==> config.mk <==
export PLATFORM = sky130hd
export DESIGN_NAME = uart_top
export DESIGN_NICKNAME = d
export VERILOG_FILES = /design/src/hdl/uart_line_pkg.sv /design/src/hdl/uart_status_pkg.sv /design/src/hdl/fifo_if.sv /design/src/hdl/baud_gen.sv /design/src/hdl/fifo.sv /design/src/hdl/fifo_ctrl.sv /design/src/hdl/uart_rx.sv /design/src/hdl/uart_top.sv /design/src/hdl/uart_tx.sv
export VERILOG_INCLUDE_DIRS = /design/src /design/src/hdl
export SDC_FILE = /design/constraint.sdc
export NUM_CORES = 1
export LEC_CHECK = 0
export BUFFER_PORTS_ARGS = -buffer_cell sky130_fd_sc_hd__buf_2
export CORE_AREA = 8 8 152 189
export CTS_BUF_LIST = sky130_fd_sc_hd__clkbuf_16
export DETAILED_ROUTE_END_ITERATION = 10
export DIE_AREA = 0 0 160 197
export MAX_ROUTING_LAYER = met4
export PLACE_DENSITY = 0.89
export SETUP_SLACK_MARGIN = 0.5
export SLEW_MARGIN = 20
export SYNTH_ARGS = -nofsm -noshare
export SYNTH_HDL_FRONTEND = slang
export SYNTH_SLANG_ARGS = --single-unit
==> constraint.sdc <==
create_clock -name clk -period 4.9 [get_ports clk]
set_clock_uncertainty 0.05 [all_clocks]
set_input_delay 0.98 -clock clk [delete_from_list [all_inputs] [get_ports clk]]
set_output_delay 0.98 -clock clk [all_outputs]
set_load 0.02 [all_outputs]
==> src/hdl/uart_defs.svh <==
`ifndef UART_DEFS_SVH
`define UART_DEFS_SVH

// widest data field in one frame
`define UART_DATA_W 8

// fifo address bits, depth is 2**AW
`define UART_FIFO_AW 4

// baud ticks per serial bit
`define UART_OVS 16

`endif

==> src/hdl/uart_line_pkg.sv <==
`default_nettype none

package uart_line_pkg;

   typedef enum logic [1:0] {
      par_none = 2'b00,
      par_even = 2'b01,
      par_odd  = 2'b10
   } parity_t;

   // run-time frame format, shared by both directions
   typedef struct packed {
      logic    data_bits_7;  // set for 7 data bits
      logic    two_stop;
      parity_t parity;
   } frame_cfg_t;

endpackage

`default_nettype wire

==> src/hdl/uart_status_pkg.sv <==
`default_nettype none

`include "uart_defs.svh"

package uart_status_pkg;

   // one entry of the receive fifo
   typedef struct packed {
      logic [`UART_DATA_W-1:0] data;   // 7-bit frames have msb cleared
      logic                    parity_err;
      logic                    frame_err;  // a stop sample read 0
   } rx_word_t;

endpackage

`default_nettype wire

==> src/hdl/fifo_if.sv <==
`timescale 1ns/10ps
`default_nettype none

interface fifo_if
   #(
   parameter int WIDTH = $bits(uart_status_pkg::rx_word_t)
   );

   logic             wr;
   logic             rd;
   logic [WIDTH-1:0] w_data;
   logic [WIDTH-1:0] r_data;   // head of queue, fall-through
   logic             empty;
   logic             full;

   // writer side
   modport producer (output wr, output w_data, input full);

   // reader side
   modport consumer (output rd, input r_data, input empty);

   // storage side, held by the fifo itself
   modport mem (input wr, input rd, input w_data, output r_data, output empty, output full);

endinterface

`default_nettype wire

==> src/hdl/baud_gen.sv <==
`timescale 1ns/10ps
`default_nettype none

module baud_gen
   (
   input  wire        clk,
   input  wire        reset,
   input  wire [10:0] dvsr,    // tick period minus one
   output logic       tick
   );

   logic [10:0] cnt_reg;
   logic        wrap;

   // >= so that a smaller divisor written mid-count takes effect at once
   assign wrap = (cnt_reg >= dvsr);

   always_ff @(posedge clk, posedge reset)
      if (reset)
         cnt_reg <= '0;
      else if (wrap)
         cnt_reg <= '0;
      else
         cnt_reg <= cnt_reg + 11'd1;

   assign tick = wrap;   // one clock per period

endmodule

`default_nettype wire

==> src/hdl/fifo.sv <==
`timescale 1ns/10ps
`default_nettype none

module fifo
   #(
   parameter int DATA_WIDTH = 8,
   parameter int ADDR_WIDTH = 4
   )
   (
   input wire  clk,
   input wire  reset,
   fifo_if.mem bus
   );

   logic [DATA_WIDTH-1:0] array_reg [2**ADDR_WIDTH];
   logic [ADDR_WIDTH-1:0] w_addr;
   logic [ADDR_WIDTH-1:0] r_addr;
   logic                  wr_en;

   // writes into a full queue are dropped
   assign wr_en = bus.wr & ~bus.full;

   always_ff @(posedge clk)
      if (wr_en)
         array_reg[w_addr] <= bus.w_data;

   // head word is always on the output
   assign bus.r_data = array_reg[r_addr];

   fifo_ctrl
      #(
      .ADDR_WIDTH (ADDR_WIDTH)
      )
   u_fifo_ctrl
      (
      .clk         (clk),
      .reset       (reset),
      .rd          (bus.rd),
      .wr          (bus.wr),
      .empty       (bus.empty),
      .full        (bus.full),
      .w_addr      (w_addr),
      .r_addr      (r_addr),
      .r_addr_next ()           // register file reads at r_addr directly
      );

endmodule

`default_nettype wire

==> src/hdl/fifo_ctrl.sv <==
`timescale 1ns/10ps
`default_nettype none

module fifo_ctrl
   #(
   parameter int ADDR_WIDTH = 4
   )
   (
   input  wire                   clk,
   input  wire                   reset,
   input  wire                   rd,
   input  wire                   wr,
   output logic                  empty,
   output logic                  full,
   output logic [ADDR_WIDTH-1:0] w_addr,
   output logic [ADDR_WIDTH-1:0] r_addr,
   output logic [ADDR_WIDTH-1:0] r_addr_next  // for a synchronous read port
   );

   logic [ADDR_WIDTH-1:0] w_ptr_reg, w_ptr_next, w_ptr_succ;
   logic [ADDR_WIDTH-1:0] r_ptr_reg, r_ptr_next, r_ptr_succ;
   logic                  full_reg, full_next;
   logic                  empty_reg, empty_next;

   always_ff @(posedge clk, posedge reset)
      if (reset)
      begin
         w_ptr_reg <= '0;
         r_ptr_reg <= '0;
         full_reg  <= 1'b0;
         empty_reg <= 1'b1;
      end
      else
      begin
         w_ptr_reg <= w_ptr_next;
         r_ptr_reg <= r_ptr_next;
         full_reg  <= full_next;
         empty_reg <= empty_next;
      end

   assign w_ptr_succ = w_ptr_reg + 1'b1;
   assign r_ptr_succ = r_ptr_reg + 1'b1;

   always_comb
   begin
      w_ptr_next = w_ptr_reg;
      r_ptr_next = r_ptr_reg;
      full_next  = full_reg;
      empty_next = empty_reg;
      case ({wr, rd})
         2'b01:
            if (!empty_reg)
            begin
               r_ptr_next = r_ptr_succ;
               full_next  = 1'b0;
               if (r_ptr_succ == w_ptr_reg)
                  empty_next = 1'b1;   // last word gone
            end
         2'b10:
            if (!full_reg)
            begin
               w_ptr_next = w_ptr_succ;
               empty_next = 1'b0;
               if (w_ptr_succ == r_ptr_reg)
                  full_next = 1'b1;    // wrapped onto the reader
            end
         2'b11:
         begin
            // occupancy unchanged, both pointers step
            w_ptr_next = w_ptr_succ;
            r_ptr_next = r_ptr_succ;
         end
         default:
         begin
            w_ptr_next = w_ptr_reg;   // idle
         end
      endcase
   end

   assign w_addr      = w_ptr_reg;
   assign r_addr      = r_ptr_reg;
   assign r_addr_next = r_ptr_next;
   assign full        = full_reg;
   assign empty       = empty_reg;

endmodule

`default_nettype wire

==> src/hdl/uart_rx.sv <==
`timescale 1ns/10ps
`default_nettype none

`include "uart_defs.svh"

module uart_rx
   (
   input  wire                       clk,
   input  wire                       reset,
   input  wire uart_line_pkg::frame_cfg_t cfg,
   input  wire                       tick,
   input  wire                       rx,
   input  wire                       clr_overrun,
   output logic                      overrun,
   fifo_if.producer                  fifo
   );

   import uart_line_pkg::*;
   import uart_status_pkg::*;

   localparam int SW = $clog2(`UART_OVS);
   localparam int NW = $clog2(`UART_DATA_W);

   typedef enum logic [2:0] {st_idle, st_start, st_data, st_parity, st_stop} state_t;

   state_t                  state_reg, state_next;
   logic [SW-1:0]           s_reg, s_next;     // ticks within a bit
   logic [NW-1:0]           n_reg, n_next;     // data or stop bit index
   logic [`UART_DATA_W-1:0] b_reg, b_next;
   logic                    par_reg, par_next;
   logic                    perr_reg, perr_next;
   logic                    ferr_reg, ferr_next;
   logic                    rx_meta, rx_s, rx_d;
   logic                    ovr_reg;
   logic                    push;
   logic                    mid_bit, end_bit;
   logic [NW-1:0]           last_bit;
   rx_word_t                word;

   // two-flop synchronizer plus one stage for edge detect
   always_ff @(posedge clk, posedge reset)
      if (reset)
      begin
         rx_meta <= 1'b1;
         rx_s    <= 1'b1;
         rx_d    <= 1'b1;
      end
      else
      begin
         rx_meta <= rx;
         rx_s    <= rx_meta;
         rx_d    <= rx_s;
      end

   always_ff @(posedge clk, posedge reset)
      if (reset)
      begin
         state_reg <= st_idle;
         s_reg     <= '0;
         n_reg     <= '0;
      end
      else
      begin
         state_reg <= state_next;
         s_reg     <= s_next;
         n_reg     <= n_next;
      end

   always_ff @(posedge clk)
   begin
      b_reg    <= b_next;
      par_reg  <= par_next;
      perr_reg <= perr_next;
      ferr_reg <= ferr_next;
   end

   assign mid_bit  = tick && (s_reg == SW'(`UART_OVS/2 - 1));
   assign end_bit  = tick && (s_reg == SW'(`UART_OVS - 1));
   assign last_bit = cfg.data_bits_7 ? NW'(`UART_DATA_W - 2) : NW'(`UART_DATA_W - 1);

   always_comb
   begin
      state_next = state_reg;
      s_next     = tick ? s_reg + 1'b1 : s_reg;
      n_next     = n_reg;
      b_next     = b_reg;
      par_next   = par_reg;
      perr_next  = perr_reg;
      ferr_next  = ferr_reg;
      push       = 1'b0;
      case (state_reg)
         st_idle:
         begin
            s_next = '0;
            if (rx_d && !rx_s)   // falling edge, start bit
               state_next = st_start;
         end
         st_start:
            if (mid_bit)
            begin
               s_next     = '0;
               n_next     = '0;
               par_next   = 1'b0;
               perr_next  = 1'b0;
               ferr_next  = 1'b0;
               state_next = rx_s ? st_idle : st_data;   // high again means glitch
            end
         st_data:
            if (end_bit)
            begin
               b_next   = {rx_s, b_reg[`UART_DATA_W-1:1]};   // lsb first
               par_next = par_reg ^ rx_s;
               n_next   = n_reg + 1'b1;
               if (n_reg == last_bit)
               begin
                  n_next     = '0;
                  state_next = (cfg.parity == par_none) ? st_stop : st_parity;
               end
            end
         st_parity:
            if (end_bit)
            begin
               perr_next  = par_reg ^ rx_s ^ (cfg.parity == par_odd);
               state_next = st_stop;
            end
         default:
            if (end_bit)
            begin
               ferr_next = ferr_reg | ~rx_s;
               if (cfg.two_stop && n_reg == '0)
                  n_next = NW'(1);
               else
               begin
                  push       = 1'b1;   // middle of the final stop bit
                  state_next = st_idle;
               end
            end
      endcase
   end

   // 7-bit frames leave the data one place too high
   assign word.data       = cfg.data_bits_7 ? {1'b0, b_reg[`UART_DATA_W-1:1]} : b_reg;
   assign word.parity_err = perr_reg;
   assign word.frame_err  = ferr_reg | ~rx_s;   // includes the sample taken now

   assign fifo.wr     = push & ~fifo.full;
   assign fifo.w_data = word;

   always_ff @(posedge clk, posedge reset)
      if (reset)
         ovr_reg <= 1'b0;
      else if (push && fifo.full)
         ovr_reg <= 1'b1;   // a new drop wins over clear
      else if (clr_overrun)
         ovr_reg <= 1'b0;

   assign overrun = ovr_reg;

endmodule

`default_nettype wire

==> src/hdl/uart_top.sv <==
`timescale 1ns/10ps
`default_nettype none

`include "uart_defs.svh"

module uart_top
   (
   input  wire        clk,
   input  wire        reset,
   input  wire [10:0] dvsr,
   input  wire        data_bits_7,
   input  wire        two_stop,
   input  wire [1:0]  parity,
   input  wire        rx,
   input  wire        wr_uart,
   input  wire [7:0]  w_data,
   input  wire        rd_uart,
   input  wire        clr_overrun,
   output logic       tx,
   output logic       tx_full,
   output logic       rx_empty,
   output logic [7:0] r_data,
   output logic       parity_err,
   output logic       frame_err,
   output logic       overrun
   );

   import uart_line_pkg::*;
   import uart_status_pkg::*;

   frame_cfg_t cfg;
   rx_word_t   rx_head;
   logic       tick;

   fifo_if #(.WIDTH(`UART_DATA_W))     tx_fifo_bus ();
   fifo_if #(.WIDTH($bits(rx_word_t))) rx_fifo_bus ();

   assign cfg = '{data_bits_7: data_bits_7, two_stop: two_stop, parity: parity_t'(parity)};

   // user write side of the transmit queue
   assign tx_fifo_bus.wr     = wr_uart;
   assign tx_fifo_bus.w_data = w_data;
   assign tx_full            = tx_fifo_bus.full;

   // user read side of the receive queue
   assign rx_fifo_bus.rd = rd_uart;
   assign rx_empty       = rx_fifo_bus.empty;
   assign rx_head        = rx_fifo_bus.r_data;
   assign r_data         = rx_head.data;
   assign parity_err     = rx_head.parity_err;
   assign frame_err      = rx_head.frame_err;

   baud_gen u_baud_gen (.clk(clk), .reset(reset), .dvsr(dvsr), .tick(tick));

   uart_rx u_uart_rx
      (
      .clk         (clk),
      .reset       (reset),
      .cfg         (cfg),
      .tick        (tick),
      .rx          (rx),
      .clr_overrun (clr_overrun),
      .overrun     (overrun),
      .fifo        (rx_fifo_bus.producer)
      );

   uart_tx u_uart_tx
      (
      .clk   (clk),
      .reset (reset),
      .cfg   (cfg),
      .tick  (tick),
      .tx    (tx),
      .fifo  (tx_fifo_bus.consumer)
      );

   fifo #(.DATA_WIDTH(`UART_DATA_W), .ADDR_WIDTH(`UART_FIFO_AW)) u_tx_fifo
      (
      .clk   (clk),
      .reset (reset),
      .bus   (tx_fifo_bus.mem)
      );

   fifo #(.DATA_WIDTH($bits(rx_word_t)), .ADDR_WIDTH(`UART_FIFO_AW)) u_rx_fifo
      (
      .clk   (clk),
      .reset (reset),
      .bus   (rx_fifo_bus.mem)
      );

endmodule

`default_nettype wire

==> src/hdl/uart_tx.sv <==
`timescale 1ns/10ps
`default_nettype none

`include "uart_defs.svh"

module uart_tx
   (
   input  wire                       clk,
   input  wire                       reset,
   input  wire uart_line_pkg::frame_cfg_t cfg,
   input  wire                       tick,
   output logic                      tx,
   fifo_if.consumer                  fifo
   );

   import uart_line_pkg::*;

   localparam int SW = $clog2(`UART_OVS);
   localparam int NW = $clog2(`UART_DATA_W);

   typedef enum logic [2:0] {st_idle, st_start, st_data, st_parity, st_stop} state_t;

   state_t                  state_reg, state_next;
   logic [SW-1:0]           s_reg, s_next;
   logic [NW-1:0]           n_reg, n_next;
   logic [`UART_DATA_W-1:0] b_reg, b_next;
   logic                    par_reg, par_next;
   logic                    loaded_reg, loaded_next;   // byte waiting for a tick
   logic                    tx_reg, tx_next;
   logic                    end_bit;
   logic [`UART_DATA_W-1:0] mask;
   logic [NW-1:0]           last_bit;

   always_ff @(posedge clk, posedge reset)
      if (reset)
      begin
         state_reg  <= st_idle;
         s_reg      <= '0;
         n_reg      <= '0;
         loaded_reg <= 1'b0;
         tx_reg     <= 1'b1;   // line idles high
      end
      else
      begin
         state_reg  <= state_next;
         s_reg      <= s_next;
         n_reg      <= n_next;
         loaded_reg <= loaded_next;
         tx_reg     <= tx_next;
      end

   always_ff @(posedge clk)
   begin
      b_reg   <= b_next;
      par_reg <= par_next;
   end

   assign end_bit  = tick && (s_reg == SW'(`UART_OVS - 1));
   assign mask     = cfg.data_bits_7 ? {1'b0, {(`UART_DATA_W-1){1'b1}}} : '1;
   assign last_bit = cfg.data_bits_7 ? NW'(`UART_DATA_W - 2) : NW'(`UART_DATA_W - 1);

   always_comb
   begin
      state_next  = state_reg;
      s_next      = tick ? s_reg + 1'b1 : s_reg;
      n_next      = n_reg;
      b_next      = b_reg;
      par_next    = par_reg;
      loaded_next = loaded_reg;
      tx_next     = tx_reg;
      fifo.rd     = 1'b0;
      case (state_reg)
         st_idle:
         begin
            s_next = '0;
            if (loaded_reg)
            begin
               if (tick)
               begin
                  loaded_next = 1'b0;
                  tx_next     = 1'b0;   // start bit begins on this tick
                  state_next  = st_start;
               end
            end
            else if (!fifo.empty)
            begin
               fifo.rd     = 1'b1;
               b_next      = fifo.r_data;
               par_next    = ^(fifo.r_data & mask) ^ (cfg.parity == par_odd);
               loaded_next = 1'b1;
            end
         end
         st_start:
            if (end_bit)
            begin
               tx_next    = b_reg[0];
               n_next     = '0;
               state_next = st_data;
            end
         st_data:
            if (end_bit)
            begin
               if (n_reg == last_bit)
               begin
                  n_next = '0;
                  if (cfg.parity != par_none)
                  begin
                     tx_next    = par_reg;
                     state_next = st_parity;
                  end
                  else
                  begin
                     tx_next    = 1'b1;
                     state_next = st_stop;
                  end
               end
               else
               begin
                  b_next  = b_reg >> 1;
                  tx_next = b_reg[1];
                  n_next  = n_reg + 1'b1;
               end
            end
         st_parity:
            if (end_bit)
            begin
               tx_next    = 1'b1;
               state_next = st_stop;
            end
         default:
            if (end_bit)
            begin
               if (cfg.two_stop && n_reg == '0)
                  n_next = NW'(1);   // second stop bit
               else
                  state_next = st_idle;
            end
      endcase
   end

   assign tx = tx_reg;

endmodule

`default_nettype wire

# Word-level counts from Yosys, hierarchy flattened

Memories as Yosys holds them, arrays and structs flattened.
Cells that the tools add are included.

Register bits after elaboration: 77
Memory bits (writable): 288
Bits of input ports: 29
Logic and storage cells: 251
Memories kept: 2

Add/sub/neg operators: 9
$lt $le $gt $ge: 1
Equal/unequal tests: 42
Muxes and demuxes: 99
Bitwise gates (word level): 16
Reductions and logical operators: 55

Memory list:

| name                | depth | width | rd ports | clocked after Yosys merged registers in | wr ports | line       | source |
|---|---|---|---|---|---|---|---|
| u_rx_fifo.array_reg | 16    | 10    | 1        | 0                                       | 1        | fifo.sv:15 | `logic [DATA_WIDTH-1:0] array_reg [2**ADDR_WIDTH];` |
| u_tx_fifo.array_reg | 16    | 8     | 1        | 0                                       | 1        | fifo.sv:15 |  |

Operator list:

| kind                  | count |
|---|---|
| $mux 3                | 27 |
| $mux 8                | 6 |
| $pmux 4 s2            | 5 |
| $mux 1                | 38 |
| $mux 4                | 8 |
| $reduce_bool 2->1     | 14 |
| $add 4x1->4 const B   | 6 |
| $pmux 3 s4            | 2 |
| $ne 2x1->1 const B    | 10 |
| $pmux 3 s3            | 2 |
| $reduce_and 2->1      | 9 |
| $eq 4x4->1            | 4 |
| $ne 2x2->1 const B    | 8 |
| $pmux 8 s2            | 1 |
| $reduce_and 3->1      | 5 |
| $pmux 1 s2            | 7 |
| $eq 3x2->1 const B    | 4 |
| $logic_not 3->1       | 4 |
| $add 11x1->11 const B | 1 |
| $ge 11x11->1          | 1 |
| $mux 11               | 1 |
| $eq 2x2->1 const B    | 5 |
| $ne 5x5->1 const B    | 2 |
| $reduce_and 5->1      | 2 |
| other kinds (25)      | 50 |

# Longest topological paths before layout

Gate-level depths: netlist of run 1.

Depth in word-level cells: 9
Mapped depth: 13
Depth with buffers taken out: 12

# By module

From an unflattened synthesis of run 1, not the netlist that was laid out.

Cell total of the unflattened synthesis: 933
Area total of the unflattened synthesis: 15,690.0 µm²

By module, submodules not included:

| module           | times used | cells each | area an instance (µm²) | seq. area each (µm²) |
|---|---|---|---|---|
| fifo (u_rx_fifo) | 1          | 270        | 6,162.2                | 4,804.6 |
| fifo (u_tx_fifo) | 1          | 222        | 4,996.0                | 3,843.7 |
| uart_tx          | 1          | 138        | 1,331.3                | 571.8 |
| uart_rx          | 1          | 120        | 1,326.3                | 684.4 |
| fifo_ctrl        | 2          | 49         | 559.3                  | 251.5 |
| baud_gen         | 1          | 85         | 755.7                  | 275.3 |

# Worst setup path after synthesis of run 1

Ideal clock, no wire load.

Path type: input port to flip-flop
Start: input port dvsr[0]
End: memory u_rx_fifo.array_reg[3][0] (netlist name), enable pin
Library setup time: 407 ps
Arrival time: 3,643 ps
Required time: 4,443 ps
Path slack: 800 ps
Stages: 11
Path buffers: 1
Cells stage by stage: ha_1 -> nand2b_1 -> a21o_1 -> a21oi_1 -> o21ai_1 -> a21oi_1 -> o21ai_2 -> a32oi_2 -> or3_1 -> buf_2 -> nor4b_1

Cells in the longest elaborated chain, start to end: 8

Ends and longest elaborated chain:

| item                         | line           | source |
|---|---|---|
| start, declared              | uart_top.sv:10 | `input wire [10:0] dvsr,` |
| $ge 11x11->1                 | baud_gen.sv:16 | `assign wrap = (cnt_reg >= dvsr);` |
| $logic_and 1x1->1            | uart_rx.sv:78  | `` assign end_bit = tick && (s_reg == SW'(`UART_OVS - 1)); `` |
| $mux 1                       | uart_rx.sv:127 | `if (end_bit)` |
| $mux 1                       | uart_rx.sv:91  | `case (state_reg)` |
| $and 1x1->1                  | uart_rx.sv:146 | `assign fifo.wr = push & ~fifo.full;` |
| $and 1x1->1                  | fifo.sv:21     | `assign wr_en = bus.wr & ~bus.full;` |
| $mux 1                       | fifo.sv:24     | `if (wr_en)` |
| $mux 1 (not written as such) | fifo.sv:25     | `array_reg[w_addr] <= bus.w_data;` |
| end, declared                | fifo.sv:15     |  |

Every way passes these cells.

# Worst setup path after layout of run 1

Start: register u_rx_fifo.u_fifo_ctrl.r_ptr_reg[0] (netlist: u_rx_fifo.u_fifo_ctrl.r_addr[0])
End: output port r_data[5]

Cells in the longest elaborated chain, start to end: 1

Ends and longest elaborated chain:

| item                   | line            | source |
|---|---|---|
| start, declared        | fifo_ctrl.sv:21 | `logic [ADDR_WIDTH-1:0] r_ptr_reg, r_ptr_next, r_ptr_succ;` |
| start signal, assigned | fifo_ctrl.sv:36 | `r_ptr_reg <= r_ptr_next;` |
| $mem_v2 16x10          | --              |  |
| end, declared          | uart_top.sv:22  | `output logic [7:0] r_data,` |

Every way passes these cells.

==> results of run 1 <==
per-layer routing:
layer | up-vias | GRT usage [%] | wire length (um)
li1 | 3777 | - | -
met1 | 4283 | 23.0 | 11300
met2 | 293 | 37.8 | 17600
met3 | 77 | 2.88 | 1510
met4 | 0 | 8.04 | 1050
met5 | - | - | 0
layout by cell type (no fill, tap or decap), drive strengths merged, types with 8 or more instances in the layout:
| cell | netlist | routed |
|---|---|---|
| nor3 | 11 | 11 |
| nor2 | 52 | 52 |
| o21ai | 40 | 40 |
| nand2 | 56 | 56 |
| dfrtp | 51 | 51 |
| clkinv | 0 | 12 |
| xor2 | 22 | 22 |
| ha | 28 | 28 |
| a21oi | 25 | 25 |
| a22oi | 8 | 8 |
| mux2 | 25 | 25 |
| buf | 24 | 60 |
| mux4 | 66 | 66 |
| nand2b | 11 | 11 |
| mux2i | 28 | 28 |
| xnor2 | 34 | 34 |
| nor3b | 9 | 9 |
| edfxtp | 308 | 308 |
| inv | 25 | 32 |
| clkbuf | 24 | 35 |
| a221oi | 8 | 8 |
| and3 | 12 | 12 |
| nand3 | 15 | 15 |
critical path, stage by stage (launching register included):
cell     delay (ps)
dfrtp_2         700
buf_12          320
mux4_2          600
mux4_2          510
buf_2           180
power by group through the flow:
stage | clock [mW] | sequential, mW | combinational, mW
4_1_cts | 2.75 | 4.10 | 2.72
5_1_grt | 2.86 | 4.15 | 2.92
3_3_place_gp | 0 | 4.14 | 2.57
2_1_floorplan | 0 | 3.84 | 2.34
6_report | 2.71 | 4.09 | 2.69
3_5_place_dp | 0 | 4.16 | 2.69
cells by family after synthesis:
kind of cell / share of synthesized area [%]
DFF: 68.2
and+or+nand+nor: 6.35
muxes: 13.1
AOI/OAI and AO/OA: 4.69
buffers and inverters: 2.20
xor gates and xnor gates: 3.27
adders and majority gates: 2.24
path summary, 6_finish.rpt:
| kind | start | endpoint | slack [ps] |
|---|---|---|---|
| hold reg to reg | u_uart_rx.rx_meta | u_uart_rx.rx_s | 310 |
| max in group asynchronous | reset | u_tx_fifo.u_fifo_ctrl.r_addr[0] | 3650 |
| min in group asynchronous | reset | u_baud_gen.cnt_reg[10] | 620 |
| setup reg to reg | u_baud_gen.cnt_reg[0] | u_rx_fifo.array_reg[5][3] | 1410 |
| hold / removal | u_uart_rx.rx_meta | u_uart_rx.rx_s | 310 |
| setup / recovery | u_rx_fifo.u_fifo_ctrl.r_addr[0] | r_data[5] | 1020 |
layout make-up:
cell class	instances	area, um^2	area share (%)
Sequential cell	365	10700	61.4
Multi-Input combinational cell	513	4670	26.8
Clock buffer	35	876	5.03
Tap cell	340	425	2.44
Timing Repair Buffer	60	370	2.13
Clock inverter	27	290	1.67
Inverter	25	93.8	0.539
stage by stage:
step	util, %	worst slack (ps)	instance area, um^2
after floorplan	-	800	15700
after global placement	63.0	765	16200
after detailed placement	63.0	575	16200
after CTS	67.6	971	17400
after global routing	67.6	889	17400
final	67.6	1020	17400
==> summary.md, run 1 <==
| Metric | Value |
|---|---|
| Status | complete, no violations |
| Die area | 31500 um^2 |
| Worst hold slack | 311 ps |
| Drc violations | 0 |
| Top cell type by total area after synthesis | edfxtp_1 |
| Most frequent cells after synthesis | edfxtp_1 (308), mux4_2 (66), nand2_1 (55), nor2_1 (52), dfrtp_1 (51) |
| Port bufs | 42 |
| Layout Area Growth over Synthesis | 11.1% |
| Setup tns final | 0 ps |
| Die Y | 197 um |
| Core area | 25800 um^2 |
| Row Count | 66 |
| Placer Congestion | 0.833 |
| Cell-internal power | 6.58 mW |
| Pin count of the biggest net entering global routing | 58 |
| Worst vdd ir | 0.472 mV |
| Leak Pwr | 6.16 nW |
| Sw Ratio | 30.6% |
| Synthesized flop and latch total | 365 |
| Vias | 8430 |
| Seq/Total Area, Yosys | 68.2% |
| CTS tree | done |
| Most numerous cell in the Yosys netlist | edfxtp_1 |
| Largest register FFs | 160 |
| # hold bufs at CTS | 0 |
| Clk pin slew, worst setup/hold paths | 60 ps |
| Ys flop type | edfxtp_1 |
| Slew @ Worst Pin | 1090 ps |
| Clock group share of total power | 28.6% |
| Worst Path Required | 3870 ps |
| GRT overflow | 0 |
| Post-Synthesis Cell Area | 15700 um^2 |
| PwrDens | 545 nW/um^2 |
| DRT antenna net count | 0 |
| Asr flop ratio synth | 15.6% |
| Final slew viol count | 0 |
| Yosys warnings | 0 |
| WS Path Type | register to output port |
| Root buffer cell | clkbuf_16 |
| DP HPWL | 20.4 mm |
| Worst-case reg-to-reg path depth | 13 |
| Iter 0 DRT Violations | 746 |
| Final period util | 79.3% |
| Total power draw | 9.49 mW |
| Top post-synthesis cells by area | edfxtp_1 (59%), mux4_2 (9.5%), dfrtp_1 (8.1%) |
| First-pass GRT wire length | 49.4 mm |
| FILL cells | 1672 |
| Routed WL per cell | 23.0 um |
| Post_cts resized | 0 |
| Sw Pwr | 2.91 mW |
| Total routed wirelength | 31.4 mm |
| Final hold vios | 0 |
| RSZ-0062 raised after global routing | no |
| Mapped Cells | 951 |
| CTS Sinks | 365 |
| Syn Nets | 1008 |
| Syn_area_per_cell | 16.5 um^2 |
| Share of the synthesized area in the top cell type | 59.0% |
| Share of post-route cells with drive strength above 1 | 22.1% |
| Headroom to the max-slew limit | 27.4% |
| Gr usage total | 20.9% |
| Fin crit period | 3880 ps |
| CP Capture Type | output port |
| # IOs | 43 |
| Final setup vio count | 0 |
| Hold Path Depth | 0 |
| Startpoint types | register |
| CTS Buf Count | 34 |
| Comb pwr share | 28.3% |
| CP max FO | 30 |
| Number of enable flip-flop cells after synthesis | 308 |
| Max clock buf depth | 3 |
| Placed cells | 1303 |
| Worst EP arrival | 2850 ps |
| Seq pwr share | 43.1% |
| Final net count | 1056 |
| Post-CTS setup buffer count | 0 |
| Number of diodes | 0 |
| First drt pass iteration count | 5 |
| Initial Util | 60.8% |
| Vias/cell | 6.18 |
| Highest Clock Rate | 257 MHz |
| Chip width | 160 um |
| Initial antenna violation count | 0 |
| Non-Filler Instances | 1365 |
| Synth unique cells | 61 |
| Max-cap violation count | 0 |
| Vias in the first global route | 8712 |
| HP Class | register to register |
| H-tree depth | 2 |
| Worst-Skew Late Latency | 530 ps |
No activity file was read; power rests on OpenSTA's default activity.
==> inputs of run 2 (changes only) <==
--- a/config.mk
+++ b/config.mk
@@ -7,12 +7,12 @@
 export NUM_CORES = 1
 export LEC_CHECK = 0
 export BUFFER_PORTS_ARGS = -buffer_cell sky130_fd_sc_hd__buf_2
-export CORE_AREA = 8 8 152 189
+export CORE_AREA = 8 8 159 199
 export CTS_BUF_LIST = sky130_fd_sc_hd__clkbuf_16
 export DETAILED_ROUTE_END_ITERATION = 10
-export DIE_AREA = 0 0 160 197
+export DIE_AREA = 0 0 167 207
 export MAX_ROUTING_LAYER = met4
-export PLACE_DENSITY = 0.89
+export PLACE_DENSITY = 0.86
 export SETUP_SLACK_MARGIN = 0.5
 export SLEW_MARGIN = 20
 export SYNTH_ARGS = -nofsm -noshare
==> constraint.sdc (replaced) <==
create_clock -name clk -period 3.1 [get_ports clk]
set_clock_uncertainty 0.05 [all_clocks]
set_input_delay 0.62 -clock clk [delete_from_list [all_inputs] [get_ports clk]]
set_output_delay 0.62 -clock clk [all_outputs]
set_load 0.02 [all_outputs]
==> run 2 against run 1 <==
Against the previous run: the run now ends with negative setup slack left; setup slack worse by 1100 ps; critical path depth is 2 higher; cell count is 7.4% higher; first-iteration DRC count is 17% higher; hold slack worse by 250 ps; register-to-register slack worse by 1300 ps; design area is 7.2% higher; die area is 9.7% higher; core utilization is 2.4 points lower; via count is 5.8% higher; critical path type unchanged; critical endpoint is now frame_err.
==> summary.md, run 2 (synthesis results as in run 1) <==
| Metric | Value |
|---|---|
| CP max FO | 8 (-73%) |
| H-tree depth | 2 (unchanged) |
| Vias/cell | 6.09 (-1.5%) |
| Initial Util | 54.7% (-6.1 points) |
| Worst-case reg-to-reg path depth | 16 (+3) |
| Final instance area | 18700 um^2 (+7.2%) |
| Vias | 8921 (+5.8%) |
| Clk pin slew, worst setup/hold paths | 60 ps (about the same) |
| GRT overflow | 0 (unchanged) |
| Drc violations | 0 (unchanged) |
| Final core utilization | 65.2% (-2.4 points) |
| Final hold vios | 0 (unchanged) |
| Final net count | 1138 (+7.8%) |
| Root buffer cell | clkbuf_16 |
| Number of diodes | 0 (unchanged) |
| Most frequent cells in the layout | edfxtp_1 (308), mux4_2 (66), nor2_1 (51) |
| Largest register FFs | 160 (unchanged) |
| RSZ-0062 raised after global routing | yes |
| Leak Pwr | 6.72 nW (+9.2%) |
| DP HPWL | 20.5 mm (+0.49%) |
| Placer Congestion | 0.856 (+2.8%) |
| Worst hold slack | 59.2 ps (-252 ps) |
| Max-cap violation count | 0 (unchanged) |
| Worst Path Required | 2430 ps (-1440 ps) |
| CTS Buf Count | 35 (+2.9%) |
| Final setup vio count | 7 (+7) |
| Worst EP arrival | 2490 ps (-360 ps) |
| R2R Setup Slk | 80 ps (-1330 ps) |
| Placed cells | 1359 (+4.3%) |
| Non-Filler Instances | 1466 (+7.4%) |
| Die area | 34600 um^2 (+9.7%) |
| Worst vdd ir | 0.729 mV (+54%) |
| Final slew viol count | 0 (unchanged) |
| First drt pass iteration count | 7 (+2) |
| First-pass GRT wire length | 51.8 mm (+5.0%) |
| Total power draw | 15.5 mW (+64%) |
| CP Capture Type | output port |
| Layout Area Growth over Synthesis | 19.2% |
| Slew @ Worst Pin | 1010 ps (-73.6 ps) |
| Port bufs | 42 (unchanged) |
| Status | complete, but fails checks |
| Die Y | 207 um (+5.1%) |
| Worst-Skew Late Latency | 530 ps (about the same) |
| Highest Clock Rate | 316 MHz |
| Vias in the first global route | 9013 (+3.5%) |
| DRT antenna net count | 0 (unchanged) |
| Startpoint types | register |
| Violated checks | negative setup slack |
| Max clock buf depth | 3 (unchanged) |
| Initial antenna violation count | 0 (unchanged) |
| Area of placed instances | 16800 um^2 (+3.2%) |
| CTS Sinks | 365 (unchanged) |
| Final WS setup | -61.6 ps (-1080 ps) |
| Core area | 28600 um^2 (+11%) |
| Share of post-route cells with drive strength above 1 | 30.7% (+8.6 points) |
| Routed WL per cell | 23.4 um (+1.5%) |
| PwrDens | 832 nW/um^2 (+53%) |
| Headroom to the max-slew limit | 32.4% (+5.1 points) |
| RR Startpoint | u_baud_gen.cnt_reg[0] |
| Commonest non-fill, non-tap cell in the layout | edfxtp_1 |
| Post-Place Worst Slack | -371 ps (-946 ps) |
| Row Count | 70 (+6.1%) |
| Fin crit period | 3160 ps |
| Gr usage total | 19.9% (-0.94 points) |
| Pin count of the biggest net entering global routing | 31 (-47%) |
| # IOs | 43 (unchanged) |
| WS Path Type | register to output port |
| Total routed wirelength | 34.3 mm (+9.0%) |
| RR Endpoint | u_rx_fifo.array_reg[5][7] |
| Setup tns final | -277 ps (-277 ps) |
| CTS tree | done |
| HP Class | primary input to asynchronous set/reset pin |
| Chip width | 167 um (+4.4%) |
| Iter 0 DRT Violations | 871 (+17%) |
| Final period util | 102% |
-- run 2: worst max-delay path, stage by stage (launching register included) --
cell,delay (ps)
dfrtp_2,370
buf_12,130
buf_12,120
buf_16,140
mux4_2,550
mux4_2,490
buf_6,150
-- run 2: worst max path at each step --
stage	start	endpoint	slack, ps	cells after the start
after CTS	u_rx_fifo.u_fifo_ctrl.r_addr[0]	r_data[6]	-60	6
after detailed placement	dvsr[0]	u_rx_fifo.array_reg[4][8]	-370	13
after global placement	dvsr[0]	u_rx_fifo.array_reg[4][7]	-310	13
after floorplan	dvsr[0]	u_rx_fifo.array_reg[0][0]	110	11
final	u_rx_fifo.u_fifo_ctrl.r_addr[0]	frame_err	-60	6
after global routing	u_rx_fifo.u_fifo_ctrl.r_addr[0]	r_data[6]	-110	6
-- run 2: what timing repair did --
action | 4_1_cts | 5_1_grt
endpoints found under the hold margin | 0 | 0
endpoints found under the setup margin | 174 | 205
cloned | 11 | 6
setup buffers | 17 | 11
hold buffers | 0 | 0
pin swaps | 10 | 16
gates resized for setup | 54 | 47
-- run 2: per-layer routing --
layer / GRT usage (%) / up-vias / part of all wire (%)
li1: - / 3971 / -
met1: 22.8 / 4504 / 37
met2: 35.0 / 363 / 53
met3: 2.61 / 83 / 5.6
met4: 8.12 / 0 / 3.7
met5: - / - / 0
-- run 2: layout make-up --
class | count | area, um^2
flip-flops and latches | 365 | 10700
fillers | 1834 | 9970
multi-input cells | 521 | 5030
repair buffers | 133 | 1340
clock buffers | 35 | 876
well taps | 360 | 450
clock inverters | 27 | 191
inverters | 25 | 93.8
-- run 2: where the power goes --
group | internal, mW | switching, mW | leakage [nW]
Clock | 2.23 | 1.76 | 0.546
Sequential | 5.76 | 0.458 | 3.48
Combinational | 2.73 | 2.59 | 2.70
